File: src/include/engine_defs.svh
`ifndef ENGINE_DEFS_SVH
`define ENGINE_DEFS_SVH

// ---------------------------------------------------------------------------
// field geometry

`define NUM_SLOTS      8          // unit slots per side
`define ENEMY_SPAWN_X  10'd10
`define ARMY_SPAWN_X   10'd570
`define TOWER_E_X      10'd70
`define TOWER_A_X      10'd570

// ---------------------------------------------------------------------------
// tower, fire and economy

`define TOWER_HP_INIT  12'd4000
`define FIRE_LINE      10'd250    // enemies past this x get shot
`define FIRE_DAMAGE    12'd300
`define CHARGE_MAX     7'd127
`define SCHED_LEN      16         // entries in the enemy schedule
`define PURSE_TOP      3'd7

`endif

File: src/source/unit_pkg.sv
`include "engine_defs.svh"

package unit_pkg;

    typedef logic [9:0]  x_t;
    typedef logic [11:0] hp_t;
    typedef logic [3:0]  cd_t;

    typedef enum logic [1:0] {
        killer_bird,
        white_bear,
        metal_duck,
        black_bear
    } unit_kind_e;

    typedef struct packed {
        logic       alive;
        unit_kind_e kind;
        x_t         x;
        hp_t        hp;
        cd_t        cd;     // attack period counter
    } unit_t;

    typedef struct packed {
        hp_t         hp;
        logic [8:0]  damage;
        logic [4:0]  speed;
        logic [7:0]  range;
        cd_t         period;
        logic [14:0] cost;
    } unit_stats_t;

    typedef struct packed {
        logic [11:0] at;    // game time of the spawn
        unit_kind_e  kind;
    } sched_t;

    // same table for both sides
    function automatic unit_stats_t unit_stats(input unit_kind_e kind);
        unit_stats_t s;
        case (kind)
            killer_bird: s = '{12'd200, 9'd40, 5'd6, 8'd20, 4'd3, 15'd50};
            white_bear:  s = '{12'd600, 9'd60, 5'd3, 8'd15, 4'd5, 15'd150};
            metal_duck:  s = '{12'd400, 9'd120, 5'd4, 8'd60, 4'd7, 15'd250};
            default:     s = '{12'd1500, 9'd200, 5'd2, 8'd10, 4'd9, 15'd400};
        endcase
        return s;
    endfunction

    function automatic sched_t enemy_schedule(input logic [$clog2(`SCHED_LEN)-1:0] idx);
        sched_t e;
        case (idx)
            4'd0:    e = '{12'd2, killer_bird};
            4'd1:    e = '{12'd10, killer_bird};
            4'd2:    e = '{12'd20, white_bear};
            4'd3:    e = '{12'd30, killer_bird};
            4'd4:    e = '{12'd40, metal_duck};
            4'd5:    e = '{12'd55, white_bear};
            4'd6:    e = '{12'd70, killer_bird};
            4'd7:    e = '{12'd85, black_bear};
            4'd8:    e = '{12'd100, metal_duck};
            4'd9:    e = '{12'd120, white_bear};
            4'd10:   e = '{12'd140, killer_bird};
            4'd11:   e = '{12'd160, black_bear};
            4'd12:   e = '{12'd180, metal_duck};
            4'd13:   e = '{12'd200, white_bear};
            4'd14:   e = '{12'd230, black_bear};
            default: e = '{12'd260, black_bear};
        endcase
        return e;
    endfunction

endpackage

File: src/source/game_pkg.sv
package game_pkg;

    typedef logic [14:0] money_t;
    typedef logic [2:0]  level_t;
    typedef logic [11:0] time_t;
    typedef logic [6:0]  charge_t;

    typedef enum logic [2:0] {
        idle,
        spawn_enemy,
        spawn_army,
        update,
        fire,
        econ,
        done
    } phase_e;

    typedef struct packed {
        logic                 buy_valid;
        unit_pkg::unit_kind_e buy_kind;
        logic                 upgrade;
        logic                 fire;
    } command_t;

    typedef struct packed {
        money_t         money;
        level_t         level;
        charge_t        charge;
        unit_pkg::hp_t  tower_hp_e;
        unit_pkg::hp_t  tower_hp_a;
        time_t          game_time;
        logic [3:0]     army_count;
        logic [3:0]     enemy_count;
    } status_t;

    // ------------------------------------------------------------------------
    // purse tables

    function automatic money_t purse_income(input level_t level);
        case (level)
            3'd0:       return 15'd1;
            3'd1, 3'd2: return 15'd2;
            3'd3:       return 15'd3;
            3'd4:       return 15'd4;
            default:    return 15'd5;
        endcase
    endfunction

    function automatic money_t purse_cap(input level_t level);
        return 15'd500 * (15'(level) + 15'd1);
    endfunction

    function automatic money_t upgrade_cost(input level_t level);
        return 15'd100 * (15'(level) + 15'd1);
    endfunction

endpackage

File: src/source/command_latch.sv
`timescale 1ns/1ps

module command_latch (
    input  logic                 clk_25MHz,
    input  logic                 rst,
    input  logic                 init,
    input  logic                 buy,
    input  unit_pkg::unit_kind_e buy_kind,
    input  logic                 upgrade,
    input  logic                 fire_cmd,
    input  game_pkg::phase_e     phase,
    output game_pkg::command_t   pending
);

    // a click in the consuming cycle keeps the request for the next frame
    always_ff @(posedge clk_25MHz) begin
        if (rst || init) begin
            pending <= '0;
        end else begin
            if (buy) begin
                pending.buy_valid <= 1'b1;
                pending.buy_kind  <= buy_kind;  // later click overwrites
            end else if (phase == game_pkg::spawn_army) begin
                pending.buy_valid <= 1'b0;
            end

            if (upgrade)
                pending.upgrade <= 1'b1;
            else if (phase == game_pkg::econ)
                pending.upgrade <= 1'b0;

            if (fire_cmd)
                pending.fire <= 1'b1;
            else if (phase == game_pkg::fire)
                pending.fire <= 1'b0;
        end
    end

endmodule

File: src/source/tick_sequencer.sv
`timescale 1ns/1ps
`include "engine_defs.svh"

module tick_sequencer (
    input  logic             clk_25MHz,
    input  logic             rst,
    input  logic             start,
    input  logic             frame_tick,
    input  logic             game_over,
    output game_pkg::phase_e phase,
    output logic [2:0]       slot,
    output game_pkg::time_t  game_time,
    output logic             init
);

    assign init = start;    // restart reaches every block in the same edge

    always_ff @(posedge clk_25MHz) begin
        if (rst || start) begin
            phase     <= game_pkg::idle;
            slot      <= 3'd0;
            game_time <= 12'd0;
        end else begin
            case (phase)
                game_pkg::idle: begin
                    if (frame_tick && !game_over)
                        phase <= game_pkg::spawn_enemy;
                end
                game_pkg::spawn_enemy: phase <= game_pkg::spawn_army;
                game_pkg::spawn_army:  phase <= game_pkg::update;
                game_pkg::update: begin
                    slot <= slot + 3'd1;    // wraps to 0 after the last slot
                    if (slot == 3'(`NUM_SLOTS - 1))
                        phase <= game_pkg::fire;
                end
                game_pkg::fire: phase <= game_pkg::econ;
                game_pkg::econ: begin
                    phase     <= game_pkg::done;
                    game_time <= game_time + 12'd1;
                end
                default: phase <= game_pkg::idle;
            endcase
        end
    end

    // slot walks only during the update sweep
    assert property (@(posedge clk_25MHz) disable iff (rst)
        $changed(slot) |-> $past(phase) == game_pkg::update);

endmodule

File: src/source/battle_field.sv
`timescale 1ns/1ps
`include "engine_defs.svh"

module battle_field (
    input  logic               clk_25MHz,
    input  logic               rst,
    input  logic               init,
    input  game_pkg::phase_e   phase,
    input  logic [2:0]         slot,
    input  game_pkg::time_t    game_time,
    input  game_pkg::command_t pending,
    input  game_pkg::money_t   money,
    input  game_pkg::charge_t  charge,
    output logic               buy_ok,
    output logic               fired,
    output unit_pkg::hp_t      tower_hp_e,
    output unit_pkg::hp_t      tower_hp_a,
    output logic [3:0]         army_count,
    output logic [3:0]         enemy_count
);

    unit_pkg::unit_t       enemy [`NUM_SLOTS];
    unit_pkg::unit_t       army [`NUM_SLOTS];
    logic [4:0]            sched_ptr;
    unit_pkg::sched_t      sched;
    unit_pkg::unit_stats_t e_st;
    unit_pkg::unit_stats_t a_st;
    unit_pkg::unit_stats_t buy_st;
    logic [2:0]            e_idx;
    logic [2:0]            a_idx;
    logic                  e_free;
    logic                  a_free;
    logic                  sched_go;
    logic                  e_reach;
    logic                  a_reach;

    function automatic unit_pkg::unit_t new_unit(input unit_pkg::unit_kind_e k,
                                                 input unit_pkg::x_t x0);
        return '{1'b1, k, x0, unit_pkg::unit_stats(k).hp, 4'd0};
    endfunction

    function automatic unit_pkg::hp_t hit(input unit_pkg::hp_t hp, input logic [8:0] dmg);
        return (12'(dmg) >= hp) ? 12'd0 : hp - 12'(dmg);
    endfunction

    // lowest free slot per side and live counts
    always_comb begin
        e_free      = 1'b0;
        a_free      = 1'b0;
        e_idx       = 3'd0;
        a_idx       = 3'd0;
        army_count  = 4'd0;
        enemy_count = 4'd0;
        for (int i = `NUM_SLOTS - 1; i >= 0; i--) begin
            if (!enemy[i].alive) begin
                e_free = 1'b1;
                e_idx  = 3'(i);
            end
            if (!army[i].alive) begin
                a_free = 1'b1;
                a_idx  = 3'(i);
            end
            enemy_count = enemy_count + 4'(enemy[i].alive);
            army_count  = army_count + 4'(army[i].alive);
        end
    end

    assign sched    = unit_pkg::enemy_schedule(sched_ptr[3:0]);
    assign sched_go = sched_ptr < 5'(`SCHED_LEN) && sched.at <= game_time && e_free;
    assign buy_st   = unit_pkg::unit_stats(pending.buy_kind);
    assign buy_ok   = phase == game_pkg::spawn_army && pending.buy_valid && a_free
                      && money >= buy_st.cost;
    assign fired    = phase == game_pkg::fire && pending.fire && charge == `CHARGE_MAX;

    assign e_st    = unit_pkg::unit_stats(enemy[slot].kind);
    assign a_st    = unit_pkg::unit_stats(army[slot].kind);
    assign e_reach = 11'(enemy[slot].x) + 11'(e_st.range) >= 11'(`TOWER_A_X);
    assign a_reach = 11'(`TOWER_E_X) + 11'(a_st.range) >= 11'(army[slot].x);

    always_ff @(posedge clk_25MHz) begin
        if (rst || init) begin
            for (int i = 0; i < `NUM_SLOTS; i++) begin
                enemy[i].alive <= 1'b0;
                army[i].alive  <= 1'b0;
            end
            sched_ptr  <= 5'd0;
            tower_hp_e <= `TOWER_HP_INIT;
            tower_hp_a <= `TOWER_HP_INIT;
        end else begin
            case (phase)
                game_pkg::spawn_enemy: begin
                    if (sched_go) begin
                        enemy[e_idx] <= new_unit(sched.kind, `ENEMY_SPAWN_X);
                        sched_ptr    <= sched_ptr + 5'd1;
                    end
                end
                game_pkg::spawn_army: begin
                    if (buy_ok)
                        army[a_idx] <= new_unit(pending.buy_kind, `ARMY_SPAWN_X);
                end
                game_pkg::update: begin
                    // enemies walk right toward the player's tower
                    if (enemy[slot].alive) begin
                        if (!e_reach) begin
                            enemy[slot].x <= enemy[slot].x + 10'(e_st.speed);
                        end else if (enemy[slot].cd == e_st.period) begin
                            enemy[slot].cd <= 4'd0;
                            tower_hp_a     <= hit(tower_hp_a, e_st.damage);
                        end else begin
                            enemy[slot].cd <= enemy[slot].cd + 4'd1;
                        end
                    end
                    if (army[slot].alive) begin
                        if (!a_reach) begin
                            army[slot].x <= army[slot].x - 10'(a_st.speed);
                        end else if (army[slot].cd == a_st.period) begin
                            army[slot].cd <= 4'd0;
                            tower_hp_e    <= hit(tower_hp_e, a_st.damage);
                        end else begin
                            army[slot].cd <= army[slot].cd + 4'd1;
                        end
                    end
                end
                game_pkg::fire: begin
                    for (int i = 0; i < `NUM_SLOTS; i++) begin
                        if (fired && enemy[i].alive && enemy[i].x > `FIRE_LINE) begin
                            if (enemy[i].hp <= `FIRE_DAMAGE)
                                enemy[i].alive <= 1'b0;
                            else
                                enemy[i].hp <= enemy[i].hp - `FIRE_DAMAGE;
                        end
                    end
                end
                default: ;
            endcase
        end
    end

    // towers only heal through a restart
    assert property (@(posedge clk_25MHz) disable iff (rst)
        !$past(init) && !$past(rst) |->
            tower_hp_e <= $past(tower_hp_e) && tower_hp_a <= $past(tower_hp_a));

    // accepted buy lands in a slot on the next edge
    assert property (@(posedge clk_25MHz) disable iff (rst || init)
        buy_ok |=> $past(phase) == game_pkg::spawn_army
                   && army_count == $past(army_count) + 4'd1);

endmodule

File: src/source/treasury.sv
`timescale 1ns/1ps
`include "engine_defs.svh"

module treasury (
    input  logic               clk_25MHz,
    input  logic               rst,
    input  logic               init,
    input  game_pkg::phase_e   phase,
    input  game_pkg::command_t pending,
    input  logic               buy_ok,
    input  logic               fired,
    output game_pkg::money_t   money,
    output game_pkg::level_t   level,
    output game_pkg::charge_t  charge
);

    game_pkg::money_t up_cost;
    game_pkg::money_t after_up;
    game_pkg::money_t cap;
    game_pkg::money_t buy_cost;
    game_pkg::level_t lvl_next;
    logic [15:0]      sum;      // one spare bit for the cap check
    logic             up_ok;

    always_comb begin
        up_cost  = game_pkg::upgrade_cost(level);
        up_ok    = pending.upgrade && level < `PURSE_TOP && money >= up_cost;
        lvl_next = up_ok ? level + 3'd1 : level;
        after_up = up_ok ? money - up_cost : money;
        cap      = game_pkg::purse_cap(lvl_next);
        sum      = {1'b0, after_up} + {1'b0, game_pkg::purse_income(lvl_next)};
    end

    assign buy_cost = unit_pkg::unit_stats(pending.buy_kind).cost;

    always_ff @(posedge clk_25MHz) begin
        if (rst || init) begin
            money  <= 15'd0;
            level  <= 3'd0;
            charge <= 7'd0;
        end else begin
            if (buy_ok)
                money <= money - buy_cost;
            if (fired)
                charge <= 7'd0;
            if (phase == game_pkg::econ) begin
                level <= lvl_next;
                money <= (sum > {1'b0, cap}) ? cap : sum[14:0];
                if (charge < `CHARGE_MAX)
                    charge <= charge + 7'd1;
            end
        end
    end

    assert property (@(posedge clk_25MHz) disable iff (rst)
        $past(phase) == game_pkg::econ |-> money <= game_pkg::purse_cap(level));

endmodule

File: src/source/status_report.sv
`timescale 1ns/1ps

module status_report (
    input  logic              clk_25MHz,
    input  logic              rst,
    input  logic              init,
    input  game_pkg::phase_e  phase,
    input  game_pkg::money_t  money,
    input  game_pkg::level_t  level,
    input  game_pkg::charge_t charge,
    input  unit_pkg::hp_t     tower_hp_e,
    input  unit_pkg::hp_t     tower_hp_a,
    input  game_pkg::time_t   game_time,
    input  logic [3:0]        army_count,
    input  logic [3:0]        enemy_count,
    output game_pkg::status_t status,
    output logic              win,
    output logic              lose,
    output logic              tick_done,
    output logic              game_over
);

    always_ff @(posedge clk_25MHz) begin
        if (rst || init) begin
            status    <= '0;
            win       <= 1'b0;
            lose      <= 1'b0;
            tick_done <= 1'b0;
        end else begin
            tick_done <= (phase == game_pkg::done);
            if (phase == game_pkg::done) begin
                status <= '{money, level, charge, tower_hp_e, tower_hp_a,
                            game_time, army_count, enemy_count};
                if (tower_hp_a == 12'd0)
                    lose <= 1'b1;   // own tower first
                else if (tower_hp_e == 12'd0)
                    win <= 1'b1;
            end
        end
    end

    assign game_over = win | lose;

endmodule

File: src/source/game_engine.sv
`timescale 1ns/1ps

module game_engine (
    input  logic                 clk_25MHz,
    input  logic                 rst,
    input  logic                 start,
    input  logic                 frame_tick,
    input  logic                 buy,
    input  unit_pkg::unit_kind_e buy_kind,
    input  logic                 upgrade,
    input  logic                 fire_cmd,
    output game_pkg::status_t    status,
    output logic                 win,
    output logic                 lose,
    output logic                 tick_done
);

    game_pkg::phase_e   phase;
    game_pkg::command_t pending;
    game_pkg::time_t    game_time;
    game_pkg::money_t   money;
    game_pkg::level_t   level;
    game_pkg::charge_t  charge;
    unit_pkg::hp_t      tower_hp_e;
    unit_pkg::hp_t      tower_hp_a;
    logic [2:0]         slot;
    logic [3:0]         army_count;
    logic [3:0]         enemy_count;
    logic               init;
    logic               buy_ok;
    logic               fired;
    logic               game_over;

    // ------------------------------------------------------------------------
    // input side

    command_latch command_latch_inst (
        .clk_25MHz(clk_25MHz), .rst(rst), .init(init),
        .buy(buy), .buy_kind(buy_kind), .upgrade(upgrade), .fire_cmd(fire_cmd),
        .phase(phase), .pending(pending)
    );

    // ------------------------------------------------------------------------
    // per-frame processing

    tick_sequencer tick_sequencer_inst (
        .clk_25MHz(clk_25MHz), .rst(rst), .start(start), .frame_tick(frame_tick),
        .game_over(game_over), .phase(phase), .slot(slot), .game_time(game_time),
        .init(init)
    );

    battle_field battle_field_inst (
        .clk_25MHz(clk_25MHz), .rst(rst), .init(init), .phase(phase), .slot(slot),
        .game_time(game_time), .pending(pending), .money(money), .charge(charge),
        .buy_ok(buy_ok), .fired(fired), .tower_hp_e(tower_hp_e),
        .tower_hp_a(tower_hp_a), .army_count(army_count), .enemy_count(enemy_count)
    );

    treasury treasury_inst (
        .clk_25MHz(clk_25MHz), .rst(rst), .init(init), .phase(phase),
        .pending(pending), .buy_ok(buy_ok), .fired(fired),
        .money(money), .level(level), .charge(charge)
    );

    // ------------------------------------------------------------------------
    // output side

    status_report status_report_inst (
        .clk_25MHz(clk_25MHz), .rst(rst), .init(init), .phase(phase),
        .money(money), .level(level), .charge(charge),
        .tower_hp_e(tower_hp_e), .tower_hp_a(tower_hp_a), .game_time(game_time),
        .army_count(army_count), .enemy_count(enemy_count), .status(status),
        .win(win), .lose(lose), .tick_done(tick_done), .game_over(game_over)
    );

endmodule

File: config.mk
export PLATFORM = sky130hd
export DESIGN_NAME = game_engine
export DESIGN_NICKNAME = d
export VERILOG_FILES = /design/src/source/unit_pkg.sv /design/src/source/game_pkg.sv /design/src/source/command_latch.sv /design/src/source/tick_sequencer.sv /design/src/source/battle_field.sv /design/src/source/treasury.sv /design/src/source/status_report.sv /design/src/source/game_engine.sv
export VERILOG_INCLUDE_DIRS = /design/src /design/src/include
export SDC_FILE = /design/constraint.sdc
export NUM_CORES = 1
export LEC_CHECK = 0
export BUFFER_PORTS_ARGS = -buffer_cell sky130_fd_sc_hd__buf_2
export CAP_MARGIN = 20
export CELL_PAD_IN_SITES_DETAIL_PLACEMENT = 0
export CELL_PAD_IN_SITES_GLOBAL_PLACEMENT = 1
export CORE_UTILIZATION = 55
export DETAILED_ROUTE_END_ITERATION = 16
export PLACE_DENSITY_LB_ADDON = 0.1
export SLEW_MARGIN = 20
export SYNTH_ARGS = -nofsm -noshare
export SYNTH_HDL_FRONTEND = slang
export SYNTH_SLANG_ARGS = --single-unit
export TNS_END_PERCENT = 20
File: constraint.sdc
create_clock -name clk_25MHz -period 13.25 [get_ports clk_25MHz]
set_input_delay 2.65 -clock clk_25MHz [delete_from_list [all_inputs] [get_ports clk_25MHz]]
set_output_delay 2.65 -clock clk_25MHz [all_outputs]
set_load 0.03 [all_outputs]
Word level (Yosys, flattened, before mapping)

Memories as Yosys holds them, arrays and structs flattened. A register that Yosys moved wholly into a read port is not among the register bits.
Cells that the tools add are included.

Add/sub/neg operators: 40
$mul: 2
Magnitude comparators: 27
Eq/ne operators: 24
Mux-type cells: 214
Bitwise operators: 12
Reductions and logical operators: 51

Operator list:

| cell                                                           | count |
|---|---|
| 2-to-1 mux 53 bit                                              | 6 |
| one-hot mux 52 bit (3 select lines)                            | 2 |
| one-hot mux 40 bit (3 select lines)                            | 2 |
| 2-to-1 mux 1 bit                                               | 154 |
| 2-to-1 mux 29 bit                                              | 4 |
| OR reduction 29 bit                                            | 4 |
| <= comparator 12 x 9 -> 1 bit, second input constant           | 8 |
| subtractor 12 x 9 -> 12 bit, second input constant             | 8 |
| 2-to-1 mux 3 bit                                               | 28 |
| greater-than comparator 10 x 8 -> 1 bit, second input constant | 8 |
| 2-to-1 mux 15 bit                                              | 4 |
| adder 4 x 1 -> 4 bit                                           | 12 |
| greater-or-equal comparator 15 bit                             | 2 |
| subtractor 15 bit                                              | 2 |
| logical AND 1 bit                                              | 26 |
| greater-or-equal comparator 8 x 12 -> 1 bit                    | 2 |
| zero test 12 bit                                               | 2 |
| 2-to-1 mux 12 bit                                              | 2 |
| subtractor 12 x 8 -> 12 bit                                    | 2 |
| 2-to-1 mux 7 bit                                               | 3 |
| 2-to-1 mux 4 bit                                               | 5 |
| one-hot mux 3 bit (6 select lines)                             | 1 |
| adder 15 x 3 -> 16 bit                                         | 1 |
| greater-than comparator 16 x 15 -> 1 bit                       | 1 |
| 42 further kinds                                               | 81 |

Register bits after elaboration: 149
Bits in writable memories: 464
Bits in read-only memories: 176
Input bits: 9
Output and inout bits: 72
Logic and storage cells: 397
Memories: 3

Memory list:

| name                    | words | width | read ports | clocked after Yosys merged registers in | wr ports | line               | text |
|---|---|---|---|---|---|---|---|
| battle_field_inst.army  | 8     | 29    | 9          | 1                                       | 8        | battle_field.sv:23 | `` unit_pkg::unit_t army [`NUM_SLOTS]; `` |
| battle_field_inst.enemy | 8     | 29    | 9          | 1                                       | 8        | battle_field.sv:22 | `` unit_pkg::unit_t enemy [`NUM_SLOTS]; `` |
| (name not given)        | 16    | 11    | 1          | 1                                       | 0        | unit_pkg.sv:52     | `case (idx)` |

Depth between registers and ports, before layout

Gate-level depths: netlist (run 1).
An unclocked memory read counts as a cell.

Depth after elaboration: 18
Depth in mapped cells: 46
Gate-level depth less buffers: 42

Hierarchy

From an unflattened synthesis (run 1), not the netlist that was laid out.

Cell total of the unflattened synthesis: 2615
Area, all modules: 28589.9 um^2

Modules (own cells, without submodules):

| module         | instances | cells an instance | area an instance (um^2) | sequential area each (um^2) |
|---|---|---|---|---|
| battle_field   | 1         | 1644              | 20789.9                 | 11290.8 |
| treasury       | 1         | 537               | 4140.2                  | 500.5 |
| status_report  | 1         | 319               | 2581.2                  | 1441.4 |
| tick_sequencer | 1         | 96                | 885.8                   | 360.3 |
| command_latch  | 1         | 19                | 192.7                   | 100.1 |

Least setup slack after synthesis (run 1)

OpenSTA, ideal clock, no wires.

Path type: flip-flop to flip-flop
Start: reg treasury_inst.level[0]
End: reg treasury_inst.money[8]
Library setup time: 0.131 ns
Data arrival time: 8.956 ns
Data required time: 13.119 ns
Path slack: 4.164 ns
Stages on the path, launching flop included: 43
Path buffers: 3
Period minus slack after synthesis: 9.086 ns
Path through: dfxtp_1 clkbuf_1 inv_1 ha_1 inv_1 ha_1 inv_1 fa_1 xor2_1 ha_1 a21o_1 a21o_1 a21oi_1 and3_1 clkbuf_1 nor2_1 xnor2_1 inv_2 (+7 left out) fa_1 inv_1 a21oi_1 or4_1 or3_1 and2_1 or3_1 nor4_1 nor2_1 ha_1 nand3_1 o32ai_1 a31o_2 o311ai_1 mux2i_1 buf_2 mux2i_1 o31ai_1

Cells in the longest elaborated chain, start to end: 12
Elaborated cells between the ends (all ways): 23
Those cells by class: add/sub: 5; mul: 2; order compare: 3; eq/ne: 4; mux: 5; reduce/logical: 4

RTL lines:

| element                                                                                          | line           | text |
|---|---|---|
| start: declaration                                                                               | treasury.sv:13 | `output game_pkg::level_t level,` |
| start signal: assignment                                                                         | treasury.sv:47 | `level <= lvl_next;` |
| adder 3 x 1 -> 4 bit                                                                             | game_pkg.sv:54 | `return 15'd100 * (15'(level) + 15'd1);` |
| multiplier 5 x 15 -> 13 bit                                                                      | game_pkg.sv:54 |  |
| greater-or-equal comparator 15 bit                                                               | treasury.sv:27 | `` up_ok = pending.upgrade && level < `PURSE_TOP && money >= up_cost; `` |
| logical AND 1 bit                                                                                | treasury.sv:27 |  |
| 2-to-1 mux 3 bit *                                                                               | treasury.sv:28 | `lvl_next = up_ok ? level + 3'd1 : level;` |
| named net treasury_inst.lvl_next[0]                                                              | treasury.sv:21 | `game_pkg::level_t lvl_next;` |
| parallel branches: the longest is 5 deep, another holds greater-than comparator 16 x 15 -> 1 bit | n/a            |  |
| 2-to-1 mux 15 bit *                                                                              | treasury.sv:48 | `money <= (sum > {1'b0, cap}) ? cap : sum[14:0];` |
| 2-to-1 mux 15 bit *                                                                              | treasury.sv:46 | `if (phase == game_pkg::econ) begin` |
| end signal: assignment                                                                           | treasury.sv:43 | `money <= money - buy_cost;` |
| end signal: assignment                                                                           | treasury.sv:48 |  |
| end: declaration                                                                                 | treasury.sv:12 | `output game_pkg::money_t money,` |

Mark *: on every way through the listed nets, which the timed path passes.
A chain may end at the register's enable or synchronous reset.

Worst setup path in the final report (run 1)

Start: reg treasury_inst.level[0]
End: reg treasury_inst.money[6]

The elaborated chain is that of the path after synthesis.

==> results.md, run 1 <==
- FILL cells: around 3.9k
- Clk_skew: between 0.01 and 0.015 ns
- Starting DRT DRC Count: between 1k and 1.5k
- Core Rows: 80
- Initial Util: a little under three fifths
- Fin. Hold Viols: 0
- Int Power: about 2.5 mW
- Worst Tran Pin Value: around 1.1 ns
- Slowest stage delay, CP: roughly 0.74 ns
- DIE AREA: 49,900 um^2
- Launching point of the worst reg2reg path: treasury_inst.level[0]$_SDFFE_PP0P_
- Status: complete, no violations
- Post-route DRC: 0
- Slowest cell on crit path: nor2_1
- Wire length per cell: just under 20 um
- Post-synth EDFFs: 352
- Max-slew violation count: 0
- Core ar.: about 48,000 um^2
- Max Freq: 94.8 MHz
- Initial antenna violation count: 0
- Vias per inst: 5.83
- Syn Std Cell Area: around 27,000 um^2
- Netlist cell types: 82
- # IOs: between 80 and 90
- Flops & latches, synth: approximately 510
- Largest net degree at the start of global routing: 66
- Syn avg cell area: about 11 um^2
- CP required: 13.75 ns
- Combinational share of power: around 1.4%
- Period utilisation layout: between 70% and 80%
- Worst vdd ir: around 91 uV
- Die height: 223 um
- CP Launch Type: flip-flop
- Synth Flop Type: edfxtp_1
- Number of max-cap violations: 0
- Leakage: 11.2 nW
- Commonest non-fill, non-tap cells in the layout: edfxtp_1, nand2_1, nor2_1
- # hold bufs at CTS: 0
- Most used cell, CP: ha_1
- TritonCTS clock tree: done
- Net Sw Power: 0.667 mW
- Post-Route Setup TNS: 0 ns
- Die W: between 200 and 250 um
- Critical R2R Capture: treasury_inst.money[6]$_SDFFE_PP0P_
- Hold Path Depth: 2
- Vias in the first global route: between 15k and 20k
- Worst-case reg-to-reg path depth: a little over 40
- ANT cells: 0
- Setup crit end kind: flip-flop
- Most common cell after layout, fill and taps aside: edfxtp_1
- Synth-to-Final Area Change: 10.1%
- Pre-antenna DRT Iters: 5
- Clk Latency, worst-skew pair: slightly above 0.6 ns
- WL final: 63.1 mm
- Clock network power share: 45.8%
- Inserted Clock Buffers: 53
- P per Cell Area: 107 nW/um^2
- Post-synthesis sequential area ratio: between 50% and 60%
- WS Path Type: flip-flop to flip-flop
- Worst hold path type: flip-flop to flip-flop
- Layout cells sized above 1: a little under an eighth
- First-pass GRT wire length: ~100 mm
- Worst Path Max Fanout: 13
- Post-layout minimum cycle time: about 11 ns
- Global-route usage over all layers: between 20 and 30%
- CTS Root Cell: clkbuf_16
- Critical path arrival: between 10 and 15 ns
- GPL Wtd Cong: between 0.8 and 0.9
- Htree depth: 2
- Slew margin rel.: 24.2%
- Fin nets: 2,733
- Setup bufs post-CTS: 0
- Clock transition at the registers of the reported paths: 0.06 ns
- Mapped Cells: roughly 2.5k
- Total gr overflow: 0
- ANT nets after route: 0
- Yosys warnings: 0
- Switching share of power: 20.9%
- Vias: about 19k
- R2R setup slack: 2.70 ns
- Worst Path Buf+Inv: 8
- Hold endpoint: status_report_inst.status[13]$_SDFFE_PP0P_
- HP Start: status_report_inst.status[13]$_SDFFE_PP0P_
- Dpl hpwl: around 45 mm
- Maximum clock path buffer count: 3
- Sequential power share: a little over half
- Overall power: 3.18 mW
- Crit path depth: between 40 and 50
- Delay-heaviest family, CP: simple AND/OR/NAND/NOR gates
- Port Buf Inserts: 76
- Finish-stage setup viols: 0
- CTS sink cnt: slightly above 500
- Post-CTS Resized: 0
- RSZ-0062 raised after global routing: no
- Asr flop ratio synth: 0%
stage by stage:
| stage | area (um^2) | std cells | hold slack (ns) | setup slack (ns) | util (%) |
|---|---|---|---|---|---|
| 4_1_cts | 29700 | 3216 | 0.451 | 2.79 | 61.8 |
| 3_3_place_gp | 28000 | 3118 | 0.438 | 3.10 | 58.2 |
| 6_report | 29700 | 3217 | 0.451 | 2.70 | 61.8 |
| 3_5_place_dp | 28000 | 3118 | 0.443 | 2.89 | 58.2 |
| 5_1_grt | 29700 | 3217 | 0.464 | 1.87 | 61.8 |
| 2_1_floorplan | 27000 | 2500 | 0.432 | 4.16 | - |
how the worst max path moves through the flow:
stage	startpoint	endpoint
6_report	treasury_inst.level[0]$_SDFFE_PP0P_	treasury_inst.money[6]$_SDFFE_PP0P_
2_1_floorplan	treasury_inst.level[0]$_SDFFE_PP0P_	treasury_inst.money[8]$_SDFFE_PP0P_
5_1_grt	treasury_inst.level[0]$_SDFFE_PP0P_	treasury_inst.money[6]$_SDFFE_PP0P_
3_5_place_dp	treasury_inst.level[0]$_SDFFE_PP0P_	treasury_inst.money[6]$_SDFFE_PP0P_
3_3_place_gp	treasury_inst.level[0]$_SDFFE_PP0P_	treasury_inst.money[6]$_SDFFE_PP0P_
4_1_cts	treasury_inst.level[0]$_SDFFE_PP0P_	treasury_inst.money[6]$_SDFFE_PP0P_
Yosys cell counts, drive strengths merged, types with 42 or more instances:
cell type | instances | area share [%]
a21oi | 188 | 3.5
clkbuf | 75 | 1.0
dfxtp | 155 | 12
edfxtp | 352 | 39
ha | 145 | 6.7
inv | 124 | 1.7
mux2i | 57 | 2.1
mux4 | 68 | 5.7
nand2 | 288 | 4.0
nand3 | 54 | 1.0
nor2 | 256 | 3.6
nor3 | 49 | 0.91
o21ai | 110 | 2.0
xnor2 | 103 | 3.3
xor2 | 42 | 1.4
worst min-delay path, cell delays in order, from the launching register on:
cell	delay [ns]
dfxtp_1	0.31
nand2_1	0.05
a21oi_1	0.05
kinds of logic (layout without fill, tap and decap cells):
| group | after synthesis | after routing | synth area share (%) |
|---|---|---|---|
| simple gates | 845 | 845 | 14.3 |
| flops | 507 | 507 | 50.7 |
| compound gates | 463 | 463 | 10.4 |
| buf+inv | 237 | 339 | 3.49 |
| fa+ha+maj | 165 | 165 | 8.21 |
| xor+xnor | 145 | 145 | 4.71 |
| mux | 133 | 133 | 8.13 |
| other cells | 1 | 5 | 0.0139 |
layout make-up:
cell class,count,area (um^2),share of cell area [%]
Timing Repair Buffer,110,636,2.14
Tap cell,615,769,2.59
Sequential cell,507,13700,46.1
Clock buffer,71,1520,5.11
Multi-Input combinational cell,1756,12400,41.8
Inverter,131,492,1.66
Clock inverter,27,184,0.619
state kept, by name, indices dropped and copies added, names as in the netlist, named ones only:
| register | cells |
|---|---|
| status_report_inst.status | 65 |
| battle_field_inst.army | 136 |
| battle_field_inst.tower_hp_e | 10 |
| tick_sequencer_inst.game_time | 12 |
| command_latch_inst.pending | 5 |
| tick_sequencer_inst.slot | 3 |
| battle_field_inst.sched_ptr | 5 |
| status_report_inst.lose | 1 |
| battle_field_inst.tower_hp_a | 10 |
| tick_sequencer_inst.phase | 3 |
| treasury_inst.money | 15 |
| battle_field_inst.enemy | 216 |
| battle_field_inst.sched | 11 |
| status_report_inst.win | 1 |
| status_report_inst.tick_done | 1 |
| treasury_inst.level | 3 |
| treasury_inst.charge | 7 |
power by group through the flow:
stage,combinational [mW],sequential (mW),clock [mW]
finish,0.0441,1.68,1.46
global route,0.0492,1.68,1.54
CTS,0.0444,1.68,1.49
detailed placement,0.0441,1.71,0
global placement,0.0428,1.71,0
floorplan,0.0332,1.71,0
per-layer routing:
metal	wire length, um	vias to the layer above	track usage [%]
met2	30200	393	42.5
met1	28300	9175	34.9
met4	2010	0	9.19
met5	0	-	0
li1	-	9100	-
met3	2590	102	2.69
Note: power is estimated with default switching activity, not from simulation.
==> run 2, diff against run 1 <==
--- a/config.mk
+++ b/config.mk
@@ -6,11 +6,12 @@
 export SDC_FILE = /design/constraint.sdc
 export NUM_CORES = 1
 export LEC_CHECK = 0
+export ABC_AREA = 1
 export BUFFER_PORTS_ARGS = -buffer_cell sky130_fd_sc_hd__buf_2
 export CAP_MARGIN = 20
 export CELL_PAD_IN_SITES_DETAIL_PLACEMENT = 0
 export CELL_PAD_IN_SITES_GLOBAL_PLACEMENT = 1
-export CORE_UTILIZATION = 55
+export CORE_UTILIZATION = 49
 export DETAILED_ROUTE_END_ITERATION = 16
 export PLACE_DENSITY_LB_ADDON = 0.1
 export SLEW_MARGIN = 20
==> constraint.sdc (replaced) <==
create_clock -name clk_25MHz -period 10.5 [get_ports clk_25MHz]
set_input_delay 2.1 -clock clk_25MHz [delete_from_list [all_inputs] [get_ports clk_25MHz]]
set_output_delay 2.1 -clock clk_25MHz [all_outputs]
set_load 0.03 [all_outputs]
==> run 2 against run 1 <==
Compared with the run above:
- critical endpoint is now treasury_inst.money[13]$_SDFFE_PP0P_
- clock power is 33% higher
- register-to-register slack worse by 0.97 ns
- via count is 16% higher
- clock skew is 0.0074 ns higher
- sequential cell count stayed put
- global-route usage is 0.31 points lower
- final area is 3.1% higher
- sequential share of layout area is 1.4 points lower
- power is 30% higher
- highest routed layer unchanged
- core utilization is 6.8 points lower
- worst setup slack worse by 0.97 ns
- synthesized area is 3.1% higher
- largest power group unchanged
==> results.md, run 2 <==
- Status: complete, no violations
- Post-layout minimum cycle time: 8.77 ns (-1.78 ns)
- Largest net degree at the start of global routing: 113 (+71%)
- Count leader, synth: nand2_1
- Vias per inst: 5.44 (-6.7%)
- Compound-Gate Fraction of Synth Area: 14.3% (+3.9 points)
- Number of max-cap violations: 0 (unchanged)
- Mapped Cells: 3,156 (+26%)
- Multiplexer share of the synthesized area: 0.0720% (-8.1 points)
- Clk_skew: 0.0221 ns (+0.00738 ns)
- Placement Cell Area: 28,800 um^2 (+3.0%)
- CTS sink cnt: 507 (unchanged)
- Setup crit end kind: flip-flop
- Port Buf Inserts: 76 (unchanged)
- Slowest stage delay, CP: 0.83 ns (+0.09 ns)
- Wire length per cell: 18.0 um (-8.3%)
- Syn Std Cell Area: 27,800 um^2 (+3.1%)
- Core ar.: 55,600 um^2 (+16%)
- Synth-to-Final Area Change: 10.1% (about the same)
- Htree depth: 2 (unchanged)
- Syn avg cell area: 8.81 um^2 (-18%)
- Largest reg by FF count: battle_field_inst.enemy
- # IOs: 81 (unchanged)
- WL final: 72.1 mm (+14%)
- Post-CTS Resized: 0 (unchanged)
- Initial antenna violation count: 0 (unchanged)
- DIE AREA: 57,700 um^2 (+16%)
- Clock transition at the registers of the reported paths: 0.07 ns (about the same)
- Synth area leaders: edfxtp_1, dfxtp_1, ha_1
- Area of the multi-input gates: 12,200 um^2 (-1.8%)
- Slew margin rel.: 20.2% (-4.0 points)
- Cell taking the most area after synthesis: edfxtp_1
- GPL Wtd Cong: 0.908 (+1.4%)
- Commonest non-fill, non-tap cells in the layout: nand2_1, nor2_1, inv_1, edfxtp_1, o21ai_0
- Worst Tran Pin Value: 1.18 ns (+0.0544 ns)
- Setup bufs post-CTS: 0 (unchanged)
- Post-route cell area: 30,600 um^2 (+3.1%)
- Clk Latency, worst-skew pair: 0.62 ns (about the same)
- Int Power: 3.26 mW (+29%)
- Fin nets: 3,388 (+24%)
- RSZ-0062 raised after global routing: no
- Vias in the first global route: 21.0k (+14%)
- Die height: 240 um (+7.5%)
- Finish-stage setup viols: 0 (unchanged)
- Most common cell after layout, fill and taps aside: nand2_1
- Leakage: 12.9 nW (+16%)
- CP required: 11.04 ns (-2.71 ns)
- ANT cells: 0 (unchanged)
- Post-synth EDFFs: 352 (unchanged)
- Switching share of power: 21.1% (+0.17 points)
- Synth Flop Type: edfxtp_1
- CP Launch Type: flip-flop
- Sequential power share: 51.3% (-1.5 points)
- Dpl hpwl: 51.5 mm (+15%)
- CTS Root Cell: clkbuf_16
- Pre-antenna DRT Iters: 5 (unchanged)
- Total gr overflow: 0 (unchanged)
- Slowest cell on crit path: nor3_1
- Max-slew violation count: 0 (unchanged)
- Post-synthesis xor/xnor area fraction: 3.09% (-1.6 points)
- Initial Util: 50.0% (-6.1 points)
- Core Rows: 86 (+7.5%)
- Net Sw Power: 0.872 mW (+31%)
- Max Freq: 114 MHz (+20%)
- Post-Route Setup TNS: 0 ns (unchanged)
- Max reg flops: 216 (unchanged)
- Reg area: 13,700 um^2 (about the same)
- First-pass GRT wire length: 114 mm (+14%)
- Worst vdd ir: 122 uV (+34%)
- Netlist cell types: 66 (-20%)
- ANT nets after route: 0 (unchanged)
- Inserted Clock Buffers: 55 (+3.8%)
- WS Path Type: flip-flop to flip-flop
- Post-synthesis sequential area ratio: 49.2% (-1.5 points)
- Worst Path Max Fanout: 20 (+7)
- R2R setup slack: 1.73 ns (-0.97 ns)
- Top post-synthesis cells by count: nand2_1, nor2_1, inv_1
- Fin. Hold Viols: 0 (unchanged)
- Yosys warnings: 0 (unchanged)
- Asr flop ratio synth: 0% (unchanged)
- Clock network power share: 47.1% (+1.3 points)
- Worst hold path type: flip-flop to flip-flop
- Yosys top cell area share: 38.0% (-1.2 points)
- # hold bufs at CTS: 0 (unchanged)
- Global-route usage over all layers: 25.3% (-0.31 points)
- Largest regs: battle_field_inst.enemy (216), battle_field_inst.army (136), status_report_inst.status (65)
- Combinational share of power: 1.6% (+0.2 points)
- Critical path arrival: 9.31 ns (-1.74 ns)
- Simple-gate share of the synthesized area: 18.3% (+3.9 points)
- Vias: 21.8k (+16%)
- FILL cells: 5,113 (+31%)
- Maximum clock path buffer count: 3 (unchanged)
- Adder-cell share of the synthesized area: 7.96% (-0.25 points)
- Flops & latches, synth: 507 (unchanged)
- Die W: 240 um (+7.5%)
- TritonCTS clock tree: done
- Starting DRT DRC Count: 1,553 (+15%)
- Period utilisation layout: 83.5% (+3.9 points)
- Post-route DRC: 0 (unchanged)
- P per Cell Area: 135 nW/um^2 (+26%)
- Main combinational cell family by area after synthesis: simple AND/OR/NAND/NOR gates
- Layout cells sized above 1: 9.33% (-2.2 points)
==> run 2: changes by cell type in the layout (fill, tap and decap cells not counted), moves of 28 or more <==
cell and change:
nand2_1 +195, nand4_1 +28, o21ai_0 +239, o22ai_1 +35, nor2b_1 -38, nand2b_1 -37
o21ai_1 +32, nand3_1 +73, nor2_1 +131, xnor2_1 -72, mux2i_1 -55, inv_1 +230
mux4_2 -68
==> run 2: final timing paths <==
check                                                                start                                         end  cells after the start
worst max register to register         treasury_inst.level[1]$_SDFFE_PP0P_        treasury_inst.money[13]$_SDFFE_PP0P_                     38
worst max-delay path                   treasury_inst.level[1]$_SDFFE_PP0P_        treasury_inst.money[13]$_SDFFE_PP0P_                     38
worst min register to register  command_latch_inst.pending[4]$_SDFFE_PP0P_  command_latch_inst.pending[4]$_SDFFE_PP0P_                      2
worst min-delay path            command_latch_inst.pending[4]$_SDFFE_PP0P_  command_latch_inst.pending[4]$_SDFFE_PP0P_                      2
==> run 2: layout make-up <==
type,count,area share [%]
Clock buffer,74,5.00
Clock inverter,26,0.870
Inverter,378,4.64
Multi-Input combinational cell,2168,39.8
Sequential cell,507,44.7
Tap cell,748,3.06
Timing Repair Buffer,104,1.95
==> run 2: per-layer routing <==
metal	vias up	part of all wire, %	GRT usage [%]
met5	-	0	0
met4	0	1.7	5.54
met3	94	5.5	4.01
met2	499	45	39.6
met1	10400	48	36.7
li1	10800	-	-
==> run 2: worst max-delay path: cells and delay by family (launching register included) <==
| family | cells | cell delay (ns) |
|---|---|---|
| compound gates | 8 | 1.52 |
| xor+xnor | 3 | 0.50 |
| fa+ha+maj | 8 | 3.00 |
| buf+inv | 6 | 0.84 |
| flops | 1 | 0.46 |
| simple gates | 13 | 2.35 |
==> run 2: cells by family (layout without fill, tap and decap cells) <==
| family | after synthesis | count (layout) |
|---|---|---|
| compound gates | 725 | 725 |
| xor+xnor | 96 | 96 |
| fa+ha+maj | 165 | 165 |
| buf+inv | 485 | 582 |
| flops | 507 | 507 |
| mux | 2 | 2 |
| other cells | 1 | 5 |
| simple gates | 1175 | 1175 |
==> run 2: stage by stage <==
step / instances / utilization, % / power [mW] / hold WS, ns / setup WS [ns]
detailed placement: 3905 / 51.8 / 2.23 / 0.464 / 1.75
finish: 4005 / 55.1 / 4.13 / 0.466 / 1.73
CTS: 4005 / 55.1 / 4.17 / 0.471 / 1.71
global placement: 3903 / 51.8 / 2.23 / 0.455 / 1.96
global route: 4005 / 55.1 / 4.25 / 0.504 / 0.923
floorplan: 3160 / - / 2.21 / 0.436 / 2.57
==> run 2: power by group through the flow <==
stage | clock, mW | combinational [mW] | sequential [mW]
floorplan | 0 | 0.0482 | 2.16
global placement | 0 | 0.0652 | 2.16
detailed placement | 0 | 0.0666 | 2.16
CTS | 1.98 | 0.0672 | 2.12
global route | 2.06 | 0.0758 | 2.12
finish | 1.94 | 0.0670 | 2.12
==> run 3, diff against run 2 <==
--- a/config.mk
+++ b/config.mk
@@ -6,12 +6,12 @@
 export SDC_FILE = /design/constraint.sdc
 export NUM_CORES = 1
 export LEC_CHECK = 0
-export ABC_AREA = 1
+export ABC_AREA = 0
 export BUFFER_PORTS_ARGS = -buffer_cell sky130_fd_sc_hd__buf_2
 export CAP_MARGIN = 20
 export CELL_PAD_IN_SITES_DETAIL_PLACEMENT = 0
 export CELL_PAD_IN_SITES_GLOBAL_PLACEMENT = 1
-export CORE_UTILIZATION = 49
+export CORE_UTILIZATION = 46
 export DETAILED_ROUTE_END_ITERATION = 16
 export PLACE_DENSITY_LB_ADDON = 0.1
 export SLEW_MARGIN = 20
==> constraint.sdc (replaced) <==
create_clock -name clk_25MHz -period 7.95 [get_ports clk_25MHz]
set_input_delay 1.59 -clock clk_25MHz [delete_from_list [all_inputs] [get_ports clk_25MHz]]
set_output_delay 1.59 -clock clk_25MHz [all_outputs]
set_load 0.03 [all_outputs]
==> run 3 against run 2 <==
Compared with the run above:
- the flow now finishes with violations (negative setup slack)
- worst setup slack worse by 1.8 ns
- register-to-register slack worse by 1.8 ns
- global-route usage down 3.0 points
- via count down 13%
- worst hold slack worse by 0.015 ns
- fmax up 9.0%
- sequential share of layout area down 0.54 points
- power up 36%
- die area up 3.3%
- largest cell class unchanged
- largest power group unchanged
- highest routed layer unchanged
==> results.md, run 3 (synthesis results as in run 1) <==
- Largest regs: battle_field_inst.enemy (216), battle_field_inst.army (136), status_report_inst.status (65)
- Final core area utilization: 53.7% (-1.4 points)
- Leakage: 11.7 nW (-9.8%)
- WS Path Type: flip-flop to flip-flop
- GPL Wtd Cong: 0.900 (-0.84%)
- Period utilisation layout: 101% (+18 points)
- Inserted Clock Buffers: 57 (+3.6%)
- Max Freq: 124 MHz (+9.0%)
- Fin nets: 2,805 (-17%)
- Finish-stage setup viols: 7 (+7)
- Total gr overflow: 0 (unchanged)
- Vias: 19.0k (-13%)
- TritonCTS clock tree: done
- Final hold slack: 0.451 ns (-0.0148 ns)
- ANT cells: 0 (unchanged)
- Vias in the first global route: 18.7k (-11%)
- Synth-to-Final Area Change: 15.0%
- Most used cell, CP: ha_4
- Wire length per cell: 19.3 um (+7.1%)
- Max reg flops: 216 (unchanged)
- Worst Tran Pin Value: 1.01 ns (-0.167 ns)
- Number of max-cap violations: 0 (unchanged)
- Global-route usage over all layers: 22.3% (-3.0 points)
- Slowest cell on crit path: or4_4
- WL final: 66.3 mm (-7.9%)
- Maximum clock path buffer count: 3 (unchanged)
- Commonest non-fill, non-tap cells in the layout: edfxtp_1, nand2_1, nor2_1
- Largest net degree at the start of global routing: 73 (-35%)
- Clk_skew: 0.0285 ns (+0.00632 ns)
- Starting DRT DRC Count: 1,208 (-22%)
- Pre-antenna DRT Iters: 5 (unchanged)
- Die height: 244 um (+1.6%)
- Vias per inst: 5.51 (+1.3%)
- RSZ-0062 raised after global routing: yes
- CP Launch Type: flip-flop
- Clock transition at the registers of the reported paths: 0.06 ns (about the same)
- Placement Setup Slack: -0.224 ns (-1.97 ns)
- Max-slew violation count: 0 (unchanged)
- # IOs: 81 (unchanged)
- Final WS setup: -0.0976 ns (-1.83 ns)
- DIE AREA: 59,600 um^2 (+3.3%)
- Slew margin rel.: 32.1% (+12 points)
- Post-route DRC: 0 (unchanged)
- Core Rows: 88 (+2.3%)
- Slowest stage delay, CP: 0.52 ns (-0.31 ns)
- Port Buf Inserts: 76 (unchanged)
- Core ar.: 57,800 um^2 (+3.9%)
- Initial antenna violation count: 0 (unchanged)
- Failing checks: negative setup slack
- Die W: 244 um (+1.6%)
- Fin. Hold Viols: 0 (unchanged)
- Worst Path Max Fanout: 6 (-70%)
- CTS sink cnt: 507 (unchanged)
- Worst hold path type: flip-flop to flip-flop
- Setup crit end kind: flip-flop
- Critical path arrival: 8.56 ns (-0.75 ns)
- Initial Util: 46.7% (-3.3 points)
- Largest reg by FF count: battle_field_inst.enemy
- CP required: 8.47 ns (-2.57 ns)
- Overall power: 5.63 mW (+36%)
- First-pass GRT wire length: 105 mm (-8.5%)
- P per Cell Area: 181 nW/um^2 (+35%)
- Clk Latency, worst-skew pair: 0.63 ns (about the same)
- Post-Route Setup TNS: -0.306 ns (-0.306 ns)
- ANT nets after route: 0 (unchanged)
- CTS Root Cell: clkbuf_16
- Htree depth: 2 (unchanged)
- # hold bufs at CTS: 0 (unchanged)
- Status: finished, violations left
- Most common cell after layout, fill and taps aside: edfxtp_1
- Dpl hpwl: 47.9 mm (-7.0%)
- Layout cells sized above 1: 15.8% (+6.5 points)
- Worst vdd ir: 189 uV (+55%)
- Post-layout minimum cycle time: 8.05 ns (-0.721 ns)
- FILL cells: 5,148 (+0.68%)
## run 3: cell type report
class / count / area [um^2] / share of cell area, %
Inverter: 131 / 497 / 1.60
Tap cell: 765 / 957 / 3.09
Timing Repair Buffer: 178 / 1180 / 3.80
Multi-Input combinational cell: 1756 / 12700 / 41.1
Clock buffer: 68 / 1500 / 4.83
Clock inverter: 38 / 454 / 1.46
Sequential cell: 507 / 13700 / 44.1
## run 3: critical path, delay by kind of cell, from the launching register on
kind / cells / cell delay, ns
buffers and inverters: 9 / 0.99
muxes: 1 / 0.18
xor gates and xnor gates: 4 / 0.55
DFF: 1 / 0.36
and+or+nand+nor: 10 / 1.76
adders and majority gates: 8 / 2.11
AOI/OAI and AO/OA: 10 / 1.96
## run 3: power by group
group | internal, mW | switching, mW
Sequential | 2.79 | 0.00739
Clock | 1.64 | 1.11
Combinational | 0.0252 | 0.0530
## run 3: final timing paths
path / start / endpoint / slack [ns] / depth (start not counted)
worst min register to register: status_report_inst.status[13]$_SDFFE_PP0P_ / status_report_inst.status[13]$_SDFFE_PP0P_ / 0.45 / 2
worst max register to register: treasury_inst.level[0]$_SDFFE_PP0P_ / treasury_inst.money[6]$_SDFFE_PP0P_ / -0.1 / 42
worst max-delay path: treasury_inst.level[0]$_SDFFE_PP0P_ / treasury_inst.money[6]$_SDFFE_PP0P_ / -0.1 / 42
worst min-delay path: status_report_inst.status[13]$_SDFFE_PP0P_ / status_report_inst.status[13]$_SDFFE_PP0P_ / 0.45 / 2
## run 3: stage by stage
step / std cells / cell area (um^2)
finish: 3443 / 31000
global route: 3443 / 31000
CTS: 3436 / 30800
detailed placement: 3324 / 28800
global placement: 3324 / 28800
floorplan: 2500 / 27200
## run 3: per-layer routing
layer	vias up	part of all wire, %	global-route usage, %
met5	-	0	0
met4	0	2.4	6.56
met3	99	4.6	3.00
met2	390	48	37.0
met1	9227	45	30.4
li1	9265	-	-
## run 3: repair_timing
item	CTS	global route
buffers inserted	5	6
gates cloned	1	0
resized for setup	17	20
endpoints found under the setup margin	14	14
pin swaps	11	28
